### src/design/exec_pkg.sv
package exec_pkg;

  // ~~~~~~~~~~~~~~~~~~~~
  // Word types
  // ~~~~~~~~~~~~~~~~~~~~

  typedef logic [31:0] word_t;
  typedef logic [4:0]  reg_addr_t;
  typedef logic [3:0]  byte_en_t;
  typedef logic [3:0]  cause_t;

  // ~~~~~~~~~~~~~~~~~~~~
  // Operation codes
  // ~~~~~~~~~~~~~~~~~~~~

  typedef enum logic [3:0] {
    alu_add  = 4'd0,
    alu_sub  = 4'd1,
    alu_sll  = 4'd2,
    alu_slt  = 4'd3,
    alu_sltu = 4'd4,
    alu_xor  = 4'd5,
    alu_srl  = 4'd6,
    alu_sra  = 4'd7,
    alu_or   = 4'd8,
    alu_and  = 4'd9
  } alu_op_e;

  typedef enum logic [2:0] {
    bcu_beq  = 3'b000,
    bcu_bne  = 3'b001,
    bcu_blt  = 3'b100,
    bcu_bge  = 3'b101,
    bcu_bltu = 3'b110,
    bcu_bgeu = 3'b111
  } bcu_op_e;

  typedef enum logic [2:0] {
    lsu_lb  = 3'd0,
    lsu_lh  = 3'd1,
    lsu_lw  = 3'd2,
    lsu_lbu = 3'd3,
    lsu_lhu = 3'd4,
    lsu_sb  = 3'd5,
    lsu_sh  = 3'd6,
    lsu_sw  = 3'd7
  } lsu_op_e;

  typedef enum logic [1:0] {
    div_div  = 2'd0,
    div_divu = 2'd1,
    div_rem  = 2'd2,
    div_remu = 2'd3
  } div_op_e;

  typedef enum logic [1:0] {
    div_idle,
    div_run,
    div_done
  } div_state_e;

  localparam cause_t cause_inst_misaligned  = 4'd0;
  localparam cause_t cause_load_misaligned  = 4'd4;
  localparam cause_t cause_store_misaligned = 4'd6;

  localparam int div_steps = 32; // One quotient bit per cycle.

endpackage

### src/design/exec_agu.sv
`timescale 1ns/1ps

module exec_agu
  import exec_pkg::*;
(
  input  word_t    rdata1,
  input  word_t    imm,
  input  word_t    pc,
  input  logic     auipc,
  input  logic     jalr,
  input  logic     branch,
  input  logic     jal,
  input  logic     load,
  input  logic     store,
  input  lsu_op_e  lsu_op,
  output word_t    address,
  output byte_en_t byte_enable,
  output logic     exception,
  output cause_t   ecause,
  output word_t    etval
);

  word_t    sum;
  byte_en_t mask;
  logic     mem_misaligned;

  assign sum = ((jal | branch | auipc) ? pc : rdata1) + imm;
  assign address = jalr ? {sum[31:1], 1'b0} : sum;
  assign etval = address;
  assign byte_enable = (load | store) ? mask : '0;

  always_comb begin
    case (lsu_op)
      lsu_lb, lsu_lbu, lsu_sb: begin
        mask = 4'b0001 << address[1:0];
        mem_misaligned = 1'b0;
      end
      lsu_lh, lsu_lhu, lsu_sh: begin
        mask = 4'b0011 << {address[1], 1'b0};
        mem_misaligned = address[0];
      end
      default: begin
        mask = 4'b1111;
        mem_misaligned = |address[1:0];
      end
    endcase
  end

  always_comb begin
    exception = 1'b0;
    ecause = cause_inst_misaligned;
    if (load | store) begin
      exception = mem_misaligned;
      ecause = load ? cause_load_misaligned : cause_store_misaligned;
    end else if (jal | jalr | branch) begin
      exception = |address[1:0]; // Targets must sit on a word boundary.
    end
  end

  a_single_access: assert final (!(load && store))
    else $error("Load and store requested by one instruction.");

endmodule

### src/design/exec_alu.sv
`timescale 1ns/1ps

module exec_alu
  import exec_pkg::*;
(
  input  word_t   a,
  input  word_t   b,
  input  alu_op_e op,
  output word_t   result
);

  logic [4:0] shamt;
  logic       less_signed;
  logic       less_unsigned;

  assign shamt = b[4:0]; // RV32 uses only the low five bits.
  assign less_signed = $signed(a) < $signed(b);
  assign less_unsigned = a < b;

  always_comb begin
    case (op)
      alu_add: begin
        result = a + b;
      end
      alu_sub: begin
        result = a - b;
      end
      alu_sll: begin
        result = a << shamt;
      end
      alu_slt: begin
        result = {31'b0, less_signed};
      end
      alu_sltu: begin
        result = {31'b0, less_unsigned};
      end
      alu_xor: begin
        result = a ^ b;
      end
      alu_srl: begin
        result = a >> shamt;
      end
      alu_sra: begin
        result = $signed(a) >>> shamt;
      end
      alu_or: begin
        result = a | b;
      end
      alu_and: begin
        result = a & b;
      end
      default: begin
        result = '0;
      end
    endcase
  end

endmodule

### src/design/exec_branch_unit.sv
`timescale 1ns/1ps

module exec_branch_unit
  import exec_pkg::*;
(
  input  word_t   rdata1,
  input  word_t   rdata2,
  input  bcu_op_e op,
  output logic    taken
);

  logic equal;
  logic less_signed;
  logic less_unsigned;

  assign equal = rdata1 == rdata2;
  assign less_signed = $signed(rdata1) < $signed(rdata2);
  assign less_unsigned = rdata1 < rdata2;

  always_comb begin
    case (op)
      bcu_beq:  taken = equal;
      bcu_bne:  taken = !equal;
      bcu_blt:  taken = less_signed;
      bcu_bge:  taken = !less_signed;
      bcu_bltu: taken = less_unsigned;
      bcu_bgeu: taken = !less_unsigned;
      default:  taken = 1'b0; // Unused funct3 codes never branch.
    endcase
  end

endmodule

### src/design/exec_divider.sv
`timescale 1ns/1ps

module exec_divider
  import exec_pkg::*;
(
  input  logic    clk,
  input  logic    rst,
  input  logic    start,
  input  logic    abort,
  input  div_op_e op,
  input  word_t   dividend,
  input  word_t   divisor,
  output logic    ready,
  output word_t   result
);

  div_state_e  state;
  logic [5:0]  count;
  div_op_e     op_q;
  word_t       quot_q;
  word_t       rem_q;
  word_t       dvs_q;
  logic        neg_quot_q;
  logic        neg_rem_q;

  logic        is_signed;
  word_t       dividend_mag;
  word_t       divisor_mag;
  logic [32:0] trial;
  logic [32:0] diff;

  assign is_signed = (op == div_div) | (op == div_rem);
  assign dividend_mag = (is_signed & dividend[31]) ? -dividend : dividend;
  assign divisor_mag = (is_signed & divisor[31]) ? -divisor : divisor;

  assign trial = {rem_q, quot_q[31]};
  assign diff = trial - {1'b0, dvs_q}; // Bit 32 set means the trial fails.

  // ~~~~~~~~~~~~~~~~~~~~
  // Control
  // ~~~~~~~~~~~~~~~~~~~~

  always_ff @(posedge clk) begin
    if (!rst) begin
      state <= div_idle;
      count <= '0;
    end else if (abort) begin
      state <= div_idle;
    end else begin
      case (state)
        div_idle: begin
          if (start) begin
            state <= div_run;
            count <= '0;
          end
        end
        div_run: begin
          count <= count + 6'd1;
          if (count == 6'(div_steps - 1)) begin
            state <= div_done;
          end
        end
        default: begin
          state <= div_idle;
        end
      endcase
    end
  end

  // ~~~~~~~~~~~~~~~~~~~~
  // Datapath
  // ~~~~~~~~~~~~~~~~~~~~

  always_ff @(posedge clk) begin
    if (state == div_idle && start) begin
      op_q <= op;
      quot_q <= dividend_mag; // Dividend bits shift out as quotient bits shift in.
      rem_q <= '0;
      dvs_q <= divisor_mag;
      // A zero divisor leaves an all ones quotient, which must keep its sign.
      neg_quot_q <= is_signed & (dividend[31] ^ divisor[31]) & (|divisor);
      neg_rem_q <= is_signed & dividend[31];
    end else if (state == div_run) begin
      quot_q <= {quot_q[30:0], !diff[32]};
      rem_q <= diff[32] ? trial[31:0] : diff[31:0];
    end
  end

  // Overflow needs no special case since the magnitudes give 0x80000000 and 0.
  always_comb begin
    if (op_q == div_rem || op_q == div_remu) begin
      result = neg_rem_q ? -rem_q : rem_q;
    end else begin
      result = neg_quot_q ? -quot_q : quot_q;
    end
  end

  assign ready = state == div_done;

  a_start_idle: assert property (@(posedge clk) disable iff (!rst) start |-> state == div_idle)
    else $error("Divider started while not idle.");

  a_ready_pulse: assert property (@(posedge clk) disable iff (!rst) ready |=> !ready)
    else $error("Divider ready held longer than one cycle.");

endmodule

### src/design/exec_top.sv
`timescale 1ns/1ps

module exec_top
  import exec_pkg::*;
(
  input  logic      clk,
  input  logic      rst,
  input  logic      issue,
  input  word_t     pc,
  input  word_t     imm,
  input  word_t     rdata1,
  input  word_t     rdata2,
  input  reg_addr_t waddr,
  input  logic      rden2,
  input  logic      lui,
  input  logic      auipc,
  input  logic      jal,
  input  logic      jalr,
  input  logic      branch,
  input  logic      load,
  input  logic      store,
  input  logic      division,
  input  alu_op_e   alu_op,
  input  bcu_op_e   bcu_op,
  input  lsu_op_e   lsu_op,
  input  div_op_e   div_op,
  input  logic      flush,
  output logic      busy,
  output logic      res_valid,
  output logic      res_wren,
  output reg_addr_t res_waddr,
  output word_t     res_wdata,
  output logic      res_load,
  output logic      res_store,
  output word_t     res_sdata,
  output word_t     res_address,
  output byte_en_t  res_byte_enable,
  output lsu_op_e   res_lsu_op,
  output logic      res_jump,
  output word_t     res_jump_target,
  output logic      res_exception,
  output cause_t    res_ecause,
  output word_t     res_etval
);

  word_t    alu_a, alu_b, alu_result;
  alu_op_e  alu_fn;
  word_t    bcu_rdata1, bcu_rdata2;
  bcu_op_e  bcu_fn;
  logic     bcu_taken;
  word_t    agu_rdata1, agu_imm, agu_pc, agu_address, agu_etval;
  logic     agu_auipc, agu_jal, agu_jalr, agu_branch, agu_load, agu_store;
  lsu_op_e  agu_lsu_op;
  byte_en_t agu_byte_enable;
  logic     agu_exception;
  cause_t   agu_ecause;
  logic     div_start, div_abort, div_ready;
  div_op_e  div_fn;
  word_t    div_dividend, div_divisor, div_result;

  execute_stage i_stage (.*);

  exec_alu i_alu (
    .a      (alu_a),
    .b      (alu_b),
    .op     (alu_fn),
    .result (alu_result)
  );

  exec_branch_unit i_bcu (
    .rdata1 (bcu_rdata1),
    .rdata2 (bcu_rdata2),
    .op     (bcu_fn),
    .taken  (bcu_taken)
  );

  exec_agu i_agu (
    .rdata1      (agu_rdata1),
    .imm         (agu_imm),
    .pc          (agu_pc),
    .auipc       (agu_auipc),
    .jalr        (agu_jalr),
    .branch      (agu_branch),
    .jal         (agu_jal),
    .load        (agu_load),
    .store       (agu_store),
    .lsu_op      (agu_lsu_op),
    .address     (agu_address),
    .byte_enable (agu_byte_enable),
    .exception   (agu_exception),
    .ecause      (agu_ecause),
    .etval       (agu_etval)
  );

  exec_divider i_div (
    .clk      (clk),
    .rst      (rst),
    .start    (div_start),
    .abort    (div_abort),
    .op       (div_fn),
    .dividend (div_dividend),
    .divisor  (div_divisor),
    .ready    (div_ready),
    .result   (div_result)
  );

endmodule

### src/design/execute_stage.sv
`timescale 1ns/1ps

module execute_stage
  import exec_pkg::*;
(
  input  logic      clk,
  input  logic      rst,
  input  logic      issue,
  input  word_t     pc,
  input  word_t     imm,
  input  word_t     rdata1,
  input  word_t     rdata2,
  input  reg_addr_t waddr,
  input  logic      rden2,
  input  logic      lui,
  input  logic      auipc,
  input  logic      jal,
  input  logic      jalr,
  input  logic      branch,
  input  logic      load,
  input  logic      store,
  input  logic      division,
  input  alu_op_e   alu_op,
  input  bcu_op_e   bcu_op,
  input  lsu_op_e   lsu_op,
  input  div_op_e   div_op,
  input  logic      flush,
  output word_t     alu_a,
  output word_t     alu_b,
  output alu_op_e   alu_fn,
  input  word_t     alu_result,
  output word_t     bcu_rdata1,
  output word_t     bcu_rdata2,
  output bcu_op_e   bcu_fn,
  input  logic      bcu_taken,
  output word_t     agu_rdata1,
  output word_t     agu_imm,
  output word_t     agu_pc,
  output logic      agu_auipc,
  output logic      agu_jal,
  output logic      agu_jalr,
  output logic      agu_branch,
  output logic      agu_load,
  output logic      agu_store,
  output lsu_op_e   agu_lsu_op,
  input  word_t     agu_address,
  input  byte_en_t  agu_byte_enable,
  input  logic      agu_exception,
  input  cause_t    agu_ecause,
  input  word_t     agu_etval,
  output logic      div_start,
  output logic      div_abort,
  output div_op_e   div_fn,
  output word_t     div_dividend,
  output word_t     div_divisor,
  input  logic      div_ready,
  input  word_t     div_result,
  output logic      busy,
  output logic      res_valid,
  output logic      res_wren,
  output reg_addr_t res_waddr,
  output word_t     res_wdata,
  output logic      res_load,
  output logic      res_store,
  output word_t     res_sdata,
  output word_t     res_address,
  output byte_en_t  res_byte_enable,
  output lsu_op_e   res_lsu_op,
  output logic      res_jump,
  output word_t     res_jump_target,
  output logic      res_exception,
  output cause_t    res_ecause,
  output word_t     res_etval
);

  logic      hold;
  word_t     pc_q, imm_q, rdata1_q, rdata2_q;
  reg_addr_t waddr_q;

  logic      live;
  word_t     cur_pc, cur_imm, cur_rdata1, cur_rdata2;
  reg_addr_t cur_waddr;
  logic      cur_lui, cur_auipc, cur_jal, cur_jalr, cur_branch;
  logic      cur_load, cur_store, cur_division;
  logic      jump, exception, kill, commit;
  word_t     wdata;

  // ~~~~~~~~~~~~~~~~~~~~
  // Working copy
  // ~~~~~~~~~~~~~~~~~~~~

  always_ff @(posedge clk) begin
    if (!rst) begin
      hold <= 1'b0;
    end else begin
      hold <= busy; // Replay the held division on the next cycle.
    end
  end

  always_ff @(posedge clk) begin
    if (!hold) begin
      pc_q <= pc;
      imm_q <= imm;
      rdata1_q <= rdata1;
      rdata2_q <= rdata2;
      waddr_q <= waddr;
    end
  end

  assign live = issue & ~hold;
  assign cur_pc = hold ? pc_q : pc;
  assign cur_imm = hold ? imm_q : imm;
  assign cur_rdata1 = hold ? rdata1_q : rdata1;
  assign cur_rdata2 = hold ? rdata2_q : rdata2;
  assign cur_waddr = hold ? waddr_q : waddr;
  assign cur_lui = live & lui;
  assign cur_auipc = live & auipc;
  assign cur_jal = live & jal;
  assign cur_jalr = live & jalr;
  assign cur_branch = live & branch;
  assign cur_load = live & load;
  assign cur_store = live & store;
  assign cur_division = hold | (live & division);

  // ~~~~~~~~~~~~~~~~~~~~
  // Unit steering
  // ~~~~~~~~~~~~~~~~~~~~

  assign alu_a = cur_rdata1;
  assign alu_b = rden2 ? cur_rdata2 : cur_imm; // rden2 high selects the register.
  assign alu_fn = alu_op;
  assign bcu_rdata1 = cur_rdata1;
  assign bcu_rdata2 = cur_rdata2;
  assign bcu_fn = bcu_op;
  assign agu_rdata1 = cur_rdata1;
  assign agu_imm = cur_imm;
  assign agu_pc = cur_pc;
  assign agu_auipc = cur_auipc;
  assign agu_jal = cur_jal;
  assign agu_jalr = cur_jalr;
  assign agu_branch = cur_branch;
  assign agu_load = cur_load;
  assign agu_store = cur_store;
  assign agu_lsu_op = lsu_op;
  assign div_start = live & division & ~flush;
  assign div_abort = flush;
  assign div_fn = div_op;
  assign div_dividend = cur_rdata1;
  assign div_divisor = cur_rdata2;

  assign busy = cur_division & ~div_ready & ~flush;

  always_comb begin
    if (cur_auipc) begin
      wdata = agu_address;
    end else if (cur_lui) begin
      wdata = cur_imm;
    end else if (cur_jal | cur_jalr) begin
      wdata = cur_pc + 32'd4;
    end else if (cur_division) begin
      wdata = div_result;
    end else begin
      wdata = alu_result;
    end
  end

  assign jump = cur_jal | cur_jalr | (cur_branch & bcu_taken);
  assign exception = agu_exception & ~(cur_branch & ~bcu_taken); // A fall-through has no target.
  assign kill = ~(live | hold) | flush | busy;
  assign commit = ~kill & ~exception;

  // ~~~~~~~~~~~~~~~~~~~~
  // Result register
  // ~~~~~~~~~~~~~~~~~~~~

  always_ff @(posedge clk) begin
    if (!rst) begin
      res_valid <= 1'b0;
      res_wren <= 1'b0;
      res_load <= 1'b0;
      res_store <= 1'b0;
      res_jump <= 1'b0;
      res_exception <= 1'b0;
    end else begin
      res_valid <= ~kill;
      res_wren <= commit & (|cur_waddr);
      res_load <= commit & cur_load;
      res_store <= commit & cur_store;
      res_jump <= commit & jump;
      res_exception <= ~kill & exception;
    end
  end

  always_ff @(posedge clk) begin
    res_waddr <= cur_waddr;
    res_wdata <= wdata;
    res_sdata <= cur_rdata2;
    res_address <= agu_address;
    res_byte_enable <= agu_byte_enable;
    res_lsu_op <= lsu_op;
    res_jump_target <= agu_address;
    res_ecause <= agu_ecause;
    res_etval <= agu_etval;
  end

  a_no_issue_busy: assert property (@(posedge clk) disable iff (!rst) busy |=> !issue)
    else $error("Instruction issued while the stage was busy.");

endmodule

### config.mk
export PLATFORM = sky130hd
export DESIGN_NAME = exec_top
export DESIGN_NICKNAME = d
export VERILOG_FILES = /design/src/design/exec_pkg.sv /design/src/design/exec_agu.sv /design/src/design/exec_alu.sv /design/src/design/exec_branch_unit.sv /design/src/design/exec_divider.sv /design/src/design/exec_top.sv /design/src/design/execute_stage.sv
export SDC_FILE = /design/constraint.sdc
export NUM_CORES = 1
export LEC_CHECK = 0
export BUFFER_PORTS_ARGS = -buffer_cell sky130_fd_sc_hd__buf_4
export CORE_ASPECT_RATIO = 1.5
export CORE_MARGIN = 5
export CORE_UTILIZATION = 30
export DETAILED_ROUTE_END_ITERATION = 16
export HOLD_SLACK_MARGIN = 0.06
export MAX_ROUTING_LAYER = met4
export SKIP_CTS_REPAIR_TIMING = 1
export SLEW_MARGIN = 20
export SYNTH_ARGS = -nofsm -noshare
export SYNTH_HDL_FRONTEND = slang
export SYNTH_SLANG_ARGS = --single-unit
### constraint.sdc
create_clock -name clk -period 6.74 [get_ports clk]
set_clock_uncertainty 0.2 [all_clocks]
set_input_delay 0.337 -clock clk [delete_from_list [all_inputs] [get_ports clk]]
set_output_delay 0.337 -clock clk [all_outputs]
set_load 0.05 [all_outputs]
# ---- Word level (Yosys, flattened, before mapping)
# Index checks and enable logic that the tools add are counted.
dict set report op_classes {
  add_sub_neg 10
  n_lt_le_gt_ge 4
  eq_ne 28
  shift 5
  mux 32
  n_bitwise 49
  reduce_logical 21
}
# operator n
set op_table {}
lappend op_table {{$mux W32} 18}
lappend op_table {{$pmux W32 S10} 1}
lappend op_table {{$lt A32 B32 Y1} 4}
lappend op_table {{$neg A32 Y32} 4}
lappend op_table {{$add A32 B32 Y32} 2}
lappend op_table {{$sub A33 B32 Y33} 1}
lappend op_table {{$add A32 B3 Y32 const B} 1}
lappend op_table {{$and A32 B32 Y32} 1}
lappend op_table {{$eq A32 B32 Y1} 1}
lappend op_table {{$or A32 B32 Y32} 1}
lappend op_table {{$reduce_or A32 Y1} 1}
lappend op_table {{$shl A32 B5 Y32} 1}
lappend op_table {{$shr A32 B5 Y32} 1}
lappend op_table {{$sshr A32 B5 Y32} 1}
lappend op_table {{$sub A32 B32 Y32} 1}
lappend op_table {{$xor A32 B32 Y32} 1}
lappend op_table {{$and A1 B1 Y1} 25}
lappend op_table {{$eq A3 B3 Y1 const B} 7}
lappend op_table {{$eq A4 B3 Y1 const B} 4}
lappend op_table {{$pmux W6 S2} 1}
lappend op_table {{$or A1 B1 Y1} 11}
lappend op_table {{$not A1 Y1} 9}
lappend op_table {{$eq A2 B2 Y1 const B} 4}
lappend op_table {{$eq A4 B2 Y1 const B} 2}
lappend op_table {{31 further kinds} 46}
dict set report word_totals {
  register_bits 323
  in_bits 158
  output_inout_bits 183
  word_cells 174
}

# ---- Longest topological paths before layout
# Gate-level depths: netlist of run 1.
dict set report depth {
  word_depth 15
  ltp_mapped 23
  ltp_nobuf 17
}

# ---- Hierarchy
# A second synthesis of run 1 with hierarchy kept.
dict set report hier_totals {
  cells_unflattened 3708
  area_unflattened_um2 30954.7
}
# module n_inst cells_per_inst area_each_um2
set by_module_without_submodules {}
lappend by_module_without_submodules {execute_stage 1 975 10501.3}
lappend by_module_without_submodules {exec_divider 1 1101 8792.2}
lappend by_module_without_submodules {exec_alu 1 1181 8359.3}
lappend by_module_without_submodules {exec_agu 1 331 2437.3}
lappend by_module_without_submodules {exec_branch_unit 1 120 864.6}

# ---- Worst setup path before layout of run 1
# Ideal clock, no wire load.
dict set report synth_timing {
  path_type {register to register}
  start {register i_stage.hold}
  end {register i_stage.res_wdata[14]}
  setup_time_ps 119
  arrival_time_ps 5193
  required_ps 6421
  slack_ps 1228
  path_stages_with_launch 21
  path_buffers 9
  period_less_slack_ps 5512
  cell_sequence {dfxtp_1 > buf_4 > buf_6 > buf_4 > buf_2 > buf_4 > buf_4 > buf_4 > buf_2 > buf_2 > mux2_2 > o21ai_0 > ha_1 > or3_1 > nor4b_1 > a2111oi_2 > a31o_2 > a221o_1 > a221oi_1 > a21oi_1 > o221a_2}
}
dict set report synth_between {
  elab_chain_cells 8
  word_cells_on_any_way 33
  cone_classes {add/sub (4); shift (3); mux (11); bitwise (15)}
}
# element line_no
set synth_rtl {}
lappend synth_rtl {{start, declared} execute_stage.sv:76} ;# logic hold;
lappend synth_rtl {{start signal, assigned} execute_stage.sv:96} ;# hold <= busy;
lappend synth_rtl {{$mux W32 (*)} execute_stage.sv:112} ;# assign cur_imm = hold ? imm_q : imm;
lappend synth_rtl {{net agu_imm[10]} exec_top.sv:51} ;# word_t agu_rdata1, agu_imm, agu_pc, agu_address, agu_etval;
lappend synth_rtl {{$mux W32} execute_stage.sv:130} ;# assign alu_b = rden2 ? cur_rdata2 : cur_imm;
lappend synth_rtl {{$sub A32 B32 Y32 / $add A32 B32 Y32 (equally long branches)} {exec_alu.sv:26, exec_alu.sv:23}}
lappend synth_rtl {{$pmux W32 S10} exec_alu.sv:21} ;# case (op)
lappend synth_rtl {{$mux W32} execute_stage.sv:160} ;# end else if (cur_division) begin
lappend synth_rtl {{$mux W32} execute_stage.sv:158} ;# end else if (cur_jal | cur_jalr) begin
lappend synth_rtl {{$mux W32} execute_stage.sv:156} ;# end else if (cur_lui) begin
lappend synth_rtl {{$mux W32 (*)} execute_stage.sv:154} ;# if (cur_auipc) begin
lappend synth_rtl {{net i_stage.wdata[14]} execute_stage.sv:86} ;# word_t wdata;
lappend synth_rtl {{end signal, assigned} execute_stage.sv:196} ;# res_wdata <= wdata;
lappend synth_rtl {{end, declared} execute_stage.sv:62} ;# output word_t res_wdata,
# Mark *: on every way through the listed nets, which the timed path passes. The rest lies on a longest branch.
# A chain may end at the register's enable or synchronous reset.

# ---- Worst setup path after layout of run 1
dict set report layout_timing {
  start {register i_stage.hold}
  end {register i_stage.res_wdata[21]}
}
dict set report layout_between {
  elab_chain_cells 8
  word_cells_on_any_way 33
  cone_classes {add/sub (4); shift (3); mux (11); bitwise (15)}
}
# element line_no
set layout_rtl {}
lappend layout_rtl {{$mux W32 (tied with other cells)} execute_stage.sv:112}
lappend layout_rtl {{$mux W32 / $and A1 B1 Y1 (equally long branches)} {execute_stage.sv:130, execute_stage.sv:110}}
lappend layout_rtl {{$sub A32 B32 Y32 (tied with other cells)} exec_alu.sv:26} ;# result = a - b;
lappend layout_rtl {{$pmux W32 S10 (tied with other cells)} exec_alu.sv:21}
lappend layout_rtl {{$mux W32 / $or A1 B1 Y1 (equally long branches)} {execute_stage.sv:160, exec_agu.sv:27}}
lappend layout_rtl {{$mux W32 (on tied branches)} {execute_stage.sv:158, exec_agu.sv:27}}
lappend layout_rtl {{$mux W32 / $add A32 B32 Y32 (equally long branches)} {execute_stage.sv:156, exec_agu.sv:27}}
lappend layout_rtl {{$mux W32 (*)} execute_stage.sv:154}
lappend layout_rtl {{net i_stage.wdata[21]} execute_stage.sv:86}
# Marked as above.

==> summary.txt, run 1 <==
Timing
  • Hold WS: about 0.024 ns
  • Fin Setup TNS: 0 ns
  • RSZ-0062 raised after global routing: no
  • Fmax: approximately 170 MHz
  • Final setup fails: 0
  • Fin. Hold Viols: 0
  • Tightest Pin Transition: approximately 1.2 ns
  • Relative slew slack: a little under a fifth
  • Final min period: slightly below 6 ns
  • Final critical-path share of the clock period: slightly below 90%
  • Slew Viols, Final: 0

Yosys
  • Synthesis Warnings: 0
  • Top_reg_cell synth: dfxtp_1
  • Post-synthesis cell type count: between 90 and 100
  • Dominant cells by area after synthesis: dfxtp_1 (17%), ha_1 (8.5%), mux2i_1 (7.0%)
  • Cell Area, Synth: 0.0294 mm²
  • Area leader, netlist: dfxtp_1
  • Top cell type's share of synthesized area: between 10% and 20%
  • Top post-synthesis cells by count: nand2_1 (346), o21ai_0 (292), a21oi_1 (284)
  • Register area share after synthesis: between 20 and 25%
  • Synth Instances: between 3k and 4k
  • Post-synth ARST share: 0%
  • Post-synth EDFFs: 67
  • Mean Syn Cell Area: roughly 7.8 µm²
  • #FFs+latches synth: 320
  • Most common cell in the netlist: nand2_1

Finish
  • Layout fillers: between 10k and 15k
  • P&R area growth vs syn: 20.8%
  • Share of layout cells above drive strength 1: between 10% and 20%
  • Total Nets Final: around 4.5k

Global route
  • Largest net degree at the start of global routing: 81
  • Grt ovf: 0
  • Peak-usage layer in the global routing report: met2
  • Global Route Usage Sum: 31.1%
  • Met2 usage: 51.5%
  • Met3 usage: between 4 and 5%
  • Antenna violations before repair: 10
  • Met1 GRT Util: 33.1%
  • Vias in the first global route: ~31k
  • Global-route wire length before repair: 230000 µm

Critical path
  • CP Launch Type: flip-flop
  • R2R depth: 13
  • Worst R2R Start: i_stage.hold
  • WP data arrival: 6.20 ns
  • CP Data Required Time: between 7 and 8 ns
  • Reg2reg end: i_stage.res_wdata[21]
  • CP Class: reg -> reg
  • Endpoint class of the critical path: flip-flop
  • Flop2flop setup slack: a little over 0.8 ns
  • Crit path max fanout: 42

Detailed routing
  • Vias/cell: 5.93
  • DR pass1 iterations: 6
  • Residual DRC: 0
  • Post-DR wirelength/cell: around 31 µm
  • Routed WL: approximately 170000 µm
  • Antenna viol nets, final: 0
  • Vias: ~32k
  • DR iter-0 viols: between 3k and 4k

Clock tree
  • Root buffer cell: clkbuf_16
  • CTS tree: done
  • Clk_lat worst skew: ~0.6 ns
  • Reg clk slew, reported paths: around 0.070 ns
  • Max Buffers Root-to-Sink: 3
  • H-tree depth reported by CTS: 2
  • Num Clock Sinks: 320
  • Total CTS buffers: 37

Placement
  • GPL Wtd Cong: roughly 1.1
  • Dpl hpwl: around 130000 µm
  • Port Buffer Count: 338

Worst hold path
  • Worst hold start: rdata2[5]
  • WHS Endpoint: i_stage.rdata2_q[5]
  • HP Class: in -> reg
  • Worst hold stages: 3

Floorplan
  • IO Pins: 341
  • Starting Density: between 30% and 40%
  • Die H: about 390 µm
  • Row count: 140
  • Chip width: 265 µm
  • Core area: between 0.09 and 0.1 mm²
  • Full die area: around 0.10 mm²

Job
  • Max_cap viols: 0

Run status
  • Status: completed

Pwr
  • LEAKAGE: around 0.015 µW
  • VDD IR-drop max: between 200 and 250 µV
  • Pwr/cell area: between 200 and 300 mW/mm²
-- logic make-up after synthesis --
group / count (synthesis) / synth area share (%)
adders and majority gates: 203 / 8.75
DFF: 320 / 24.1
xor gates and xnor gates: 206 / 6.14
other: 1 / 0.0128
and+or+nand+nor: 1153 / 18.8
muxes: 271 / 9.62
buffers and inverters: 504 / 7.60
AOI/OAI and AO/OA: 1126 / 25.0
-- placed cells by master, fill, tap and decap left out, types with 23 or more instances in the layout --
cell / count
a211oi_1: 48
a21o_1: 58
a21oi_1: 284
a221oi_1: 35
a22oi_1: 32
a31oi_1: 27
and2_1: 23
and3_1: 30
buf_4: 486
clkbuf_16: 38
dfxtp_1: 252
dlygate4sd3_1: 89
edfxtp_1: 67
ha_1: 199
inv_1: 223
mux2_2: 62
mux2i_1: 201
nand2_1: 345
nand2b_1: 25
nand3_1: 63
nand4_1: 27
nor2_1: 245
nor2b_1: 30
nor3_1: 186
nor4_1: 78
o211ai_1: 28
o21ai_0: 291
o22ai_1: 28
o31ai_1: 46
or2_2: 24
or3_1: 27
xnor2_1: 143
xor2_1: 63
-- critical path, stage by stage, from the launching register on --
cell and delay [ns]:
dfxtp_4 0.92, buf_4 0.42, mux2i_1 0.70, ha_1 0.46, or3_1 0.47, or4_1 0.44
a211oi_1 0.32, nor4_1 0.14, a21o_1 0.31, a221oi_1 0.32, a21oi_1 0.07, o21ai_0 0.66
buf_4 0.23, a21oi_1 0.06
-- metrics by stage --
| step | instances | total power [µW] | setup WS (ns) | utilization (%) | instance area [µm²] |
|---|---|---|---|---|---|
| after floorplan | 3785 | 5210 | 1.23 | - | 29400 |
| after global placement | 5275 | 6720 | 1.04 | 34.3 | 33300 |
| after detailed placement | 5275 | 6690 | 0.953 | 34.3 | 33300 |
| after CTS | 5343 | 8800 | 0.942 | 35.5 | 34600 |
| after global routing | 5436 | 9200 | 0.590 | 36.5 | 35500 |
| final | 5439 | 8930 | 0.815 | 36.5 | 35500 |
-- how the worst max path moves through the flow --
stage	from	end	slack [ns]	cells after the start
floorplan	i_stage.hold	i_stage.res_wdata[14]	1.23	20
global placement	i_stage.hold	i_stage.res_wdata[21]	1.04	13
detailed placement	i_stage.hold	i_stage.res_wdata[21]	0.95	13
CTS	i_stage.hold	i_stage.res_wdata[21]	0.94	13
global route	i_stage.hold	i_stage.res_wdata[28]	0.59	14
finish	i_stage.hold	i_stage.res_wdata[21]	0.81	13
-- layer usage --
| layer | vias to the layer above | wire length, µm |
|---|---|---|
| li1 | 14600 | - |
| met1 | 15500 | 59200 |
| met2 | 1697 | 78500 |
| met3 | 543 | 11000 |
| met4 | 0 | 18600 |
| met5 | - | 0 |
-- cell type report --
cell class | count | area, µm² | share of cell area, %
inverters | 228 | 856 | 2.41
multi-input cells | 2961 | 20100 | 56.8
repair buffers | 577 | 4580 | 12.9
clock inverters | 25 | 230 | 0.649
clock buffers | 43 | 980 | 2.76
well taps | 1278 | 1600 | 4.51
flip-flops and latches | 320 | 7080 | 20.0
diodes | 7 | 17.5 | 0.0494
-- where the power goes --
part	switching, µW	leakage (µW)	internal [µW]
clock	966	0.000589	1140
combinational	3100	0.0116	1340
sequential	209	0.00273	2170
Note: power is estimated with default switching activity, not from simulation.
==> run 2: changes to the inputs <==
Settings changed: ABC_AREA set to 1, CTS_BUF_LIST set to sky130_fd_sc_hd__clkbuf_4 sky130_fd_sc_hd__clkbuf_8.
Clock period 6.74 ns to 6.9 ns, I/O delays scaled along.
==> run 2 against run 1 <==
Flip-flop and latch count stayed put; largest cell class unchanged; clock power increased by 7%; cell count is 22% higher; highest routed layer unchanged; worst hold slack improved by 0.018 ns; wire length is 7.9% higher; count of clock-buffer cells in the layout increased by 35; synthesized cell count rose by 30%.
==> summary.txt, run 2 <==
Run status
  • Status: completed

Global route
  • Antenna violations before repair: 15
  • Largest net degree at the start of global routing: 68
  • Global-route wire length before repair: 248000 µm
  • Vias in the first global route: ~34k
  • Global Route Usage Sum: about a third
  • Grt ovf: 0

Yosys
  • Post-synthesis cell type count: just under 70
  • Mean Syn Cell Area: 6.27 µm²
  • Top post-synthesis cells by count: nand2_1 (1247), nand3_1 (536), inv_1 (526)
  • Synthesis Warnings: 0
  • Synth Instances: around 4.9k
  • Top_reg_cell synth: dfxtp_1
  • Post-synth ARST share: 0%
  • Dominant cells by area after synthesis: dfxtp_1 (16%), nand2_1 (15%), nand3_1 (8.7%)
  • Most common cell in the netlist: nand2_1
  • #FFs+latches synth: between 300 and 400
  • Area leader, netlist: dfxtp_1
  • Top cell type's share of synthesized area: 16.4%
  • Cell Area, Synth: ~0.03 mm²
  • Register area share after synthesis: ~23%
  • Post-synth EDFFs: 67

Clock tree
  • CTS tree: done
  • Clk_lat worst skew: 0.74 ns
  • Root buffer cell: clkbuf_8
  • Total CTS buffers: 56
  • H-tree depth reported by CTS: 2
  • Reg clk slew, reported paths: roughly 0.07 ns
  • Num Clock Sinks: 320
  • Max Buffers Root-to-Sink: 3

Pwr
  • Combinational share of power: a little over half
  • Sw Ratio: 50.5%
  • LEAKAGE: ~0.018 µW
  • Int Pwr: 4870 µW
  • Pwr/cell area: between 200 and 300 mW/mm²
  • Clock Power Share: 23.0%
  • Overall power: ~9800 µW
  • Sw Pwr: approximately 5000 µW
  • Sequential Power Share: roughly a quarter
  • VDD IR-drop max: ~260 µV

Critical path
  • CP Class: reg -> reg
  • Cell mode on critical path: nand2_1
  • CP bufs+invs: 2
  • Crit path max fanout: 65
  • CP max-delay cell: dfxtp_4
  • Worst R2R Start: i_stage.hold
  • CP Launch Type: flip-flop
  • Crit path cell chain: inv_4, nand2_1, nand2_1, o21ai_0, ha_1, inv_1, a21oi_1, a21boi_0, o21ai_0, a21oi_1, nand2_1, nor3b_1, o21ai_0, nand2_1, nand2_1, nand2_1, nand2_1, nand2_1
  • CP peak stage delay: around 0.92 ns
  • CP Data Required Time: around 7.3 ns
  • Delay-heaviest family, CP: compound AO/OA/AOI/OAI gates
  • Worst setup path startpoint: i_stage.hold
  • WP data arrival: roughly 6.7 ns
  • Endpoint class of the critical path: flip-flop

Finish
  • Area occupied by multi-input gates: 0.0202 mm²
  • Most frequent cells in the layout: nand2_1 (1241), nand3_1 (536), inv_1 (524)
  • Layout fillers: between 10k and 15k
  • Commonest non-fill, non-tap cell in the layout: nand2_1
  • Register area: slightly above 0.007 mm²
  • Total Nets Final: roughly 5.6k
  • Share of layout cells above drive strength 1: 14.1%
  • P&R area growth vs syn: 19.8%
  • Final design area excluding fillers: between 0.03 and 0.04 mm²
  • Fin util: a little over a third

Floorplan
  • Chip width: about 270 µm
  • Starting Density: a little under a third
  • IO Pins: 341
  • Full die area: about 0.11 mm²
  • Row count: 144
  • Core area: 0.102 mm²
  • Die H: 403 µm

Timing
  • Final critical-path share of the clock period: between 90% and 100%
  • Final min period: 6.31 ns
  • Final setup fails: 0
  • Relative slew slack: about 14%
  • RSZ-0062 raised after global routing: no
  • Slew Viols, Final: 0
  • Fin. Hold Viols: 0
  • Fin Setup TNS: 0 ns
  • Tightest Pin Transition: 1.28 ns
  • Fmax: between 150 and 200 MHz

Detailed routing
  • Vias: 36.1k
  • DR pass1 iterations: 6
  • Antenna viol nets, final: 0
  • Routed WL: about 180000 µm
  • Residual DRC: 0
  • DR iter-0 viols: approximately 3.3k
  • Post-DR wirelength/cell: between 20 and 30 µm
  • Vias/cell: between 5 and 6

Worst hold path
  • HP Class: in -> reg
  • Worst hold start: issue

Placement
  • Post-DP Area: between 0.03 and 0.04 mm²
  • Port Buffer Count: roughly 340
  • GPL Wtd Cong: 1.09
  • Dpl hpwl: about 150000 µm

Job
  • Max_cap viols: 0
run 2: power groups by stage:
stage	registers (µW)	clock network (µW)	logic [µW]
global placement	2420	0	5060
finish	2380	2260	5200
global route	2410	2370	5490
floorplan	2850	0	2970
detailed placement	2420	0	5050
CTS	2380	2300	5070
run 2: final cells by class:
| type | instances | area share [%] |
|---|---|---|
| Antenna cell | 10 | 0.0678 |
| Clock buffer | 78 | 2.70 |
| Clock inverter | 28 | 1.07 |
| Inverter | 568 | 5.78 |
| Multi-Input combinational cell | 3772 | 54.8 |
| Sequential cell | 320 | 19.2 |
| Tap cell | 1314 | 4.45 |
| Timing Repair Buffer | 545 | 12.0 |
run 2: logic make-up (layout without fill, tap and decap cells):
logic type	Yosys count	in the layout	synth area share (%)
fa+ha+maj	203	203	8.34
compound gates	984	984	18.4
flops	320	320	23.0
xor+xnor	148	148	4.21
simple gates	2434	2434	34.5
other cells	1	12	0.0122
buf+inv	827	1219	11.6
mux	1	1	0.0325
run 2: final timing paths:
kind / to / slack (ns) / cells past startpoint
hold / removal: i_stage.res_address[0] / 0.04 / 6
setup reg to reg: i_stage.res_wdata[15] / 0.59 / 18
setup / recovery: i_stage.res_wdata[15] / 0.59 / 18
hold reg to reg: i_stage.waddr_q[1] / 0.29 / 2
run 2: routing by layer:
metal	vias to the layer above	GRT usage [%]	share of wire, %
met1	17100	34.2	37
met5	-	-	0
met3	463	4.16	5.8
met2	1648	53.7	48
met4	0	25.0	9.8
li1	17000	-	-
run 2: through the flow:
stage / worst slack [ns] / cells / hold WS (ns)
global route: 0.449 / 6633 / 0.0638
finish: 0.589 / 6635 / 0.0419
detailed placement: 0.603 / 6398 / 0.265
global placement: 0.544 / 6398 / 0.260
CTS: 0.590 / 6504 / -0.505
floorplan: 2.57 / 4919 / 0.173
run 2: worst min-delay path, cell delays in order:
cell and delay [ns]:
buf_4 0.11, inv_1 0.11, nor2_4 0.08, nand2_1 0.07, nand2_1 0.08, inv_1 0.12
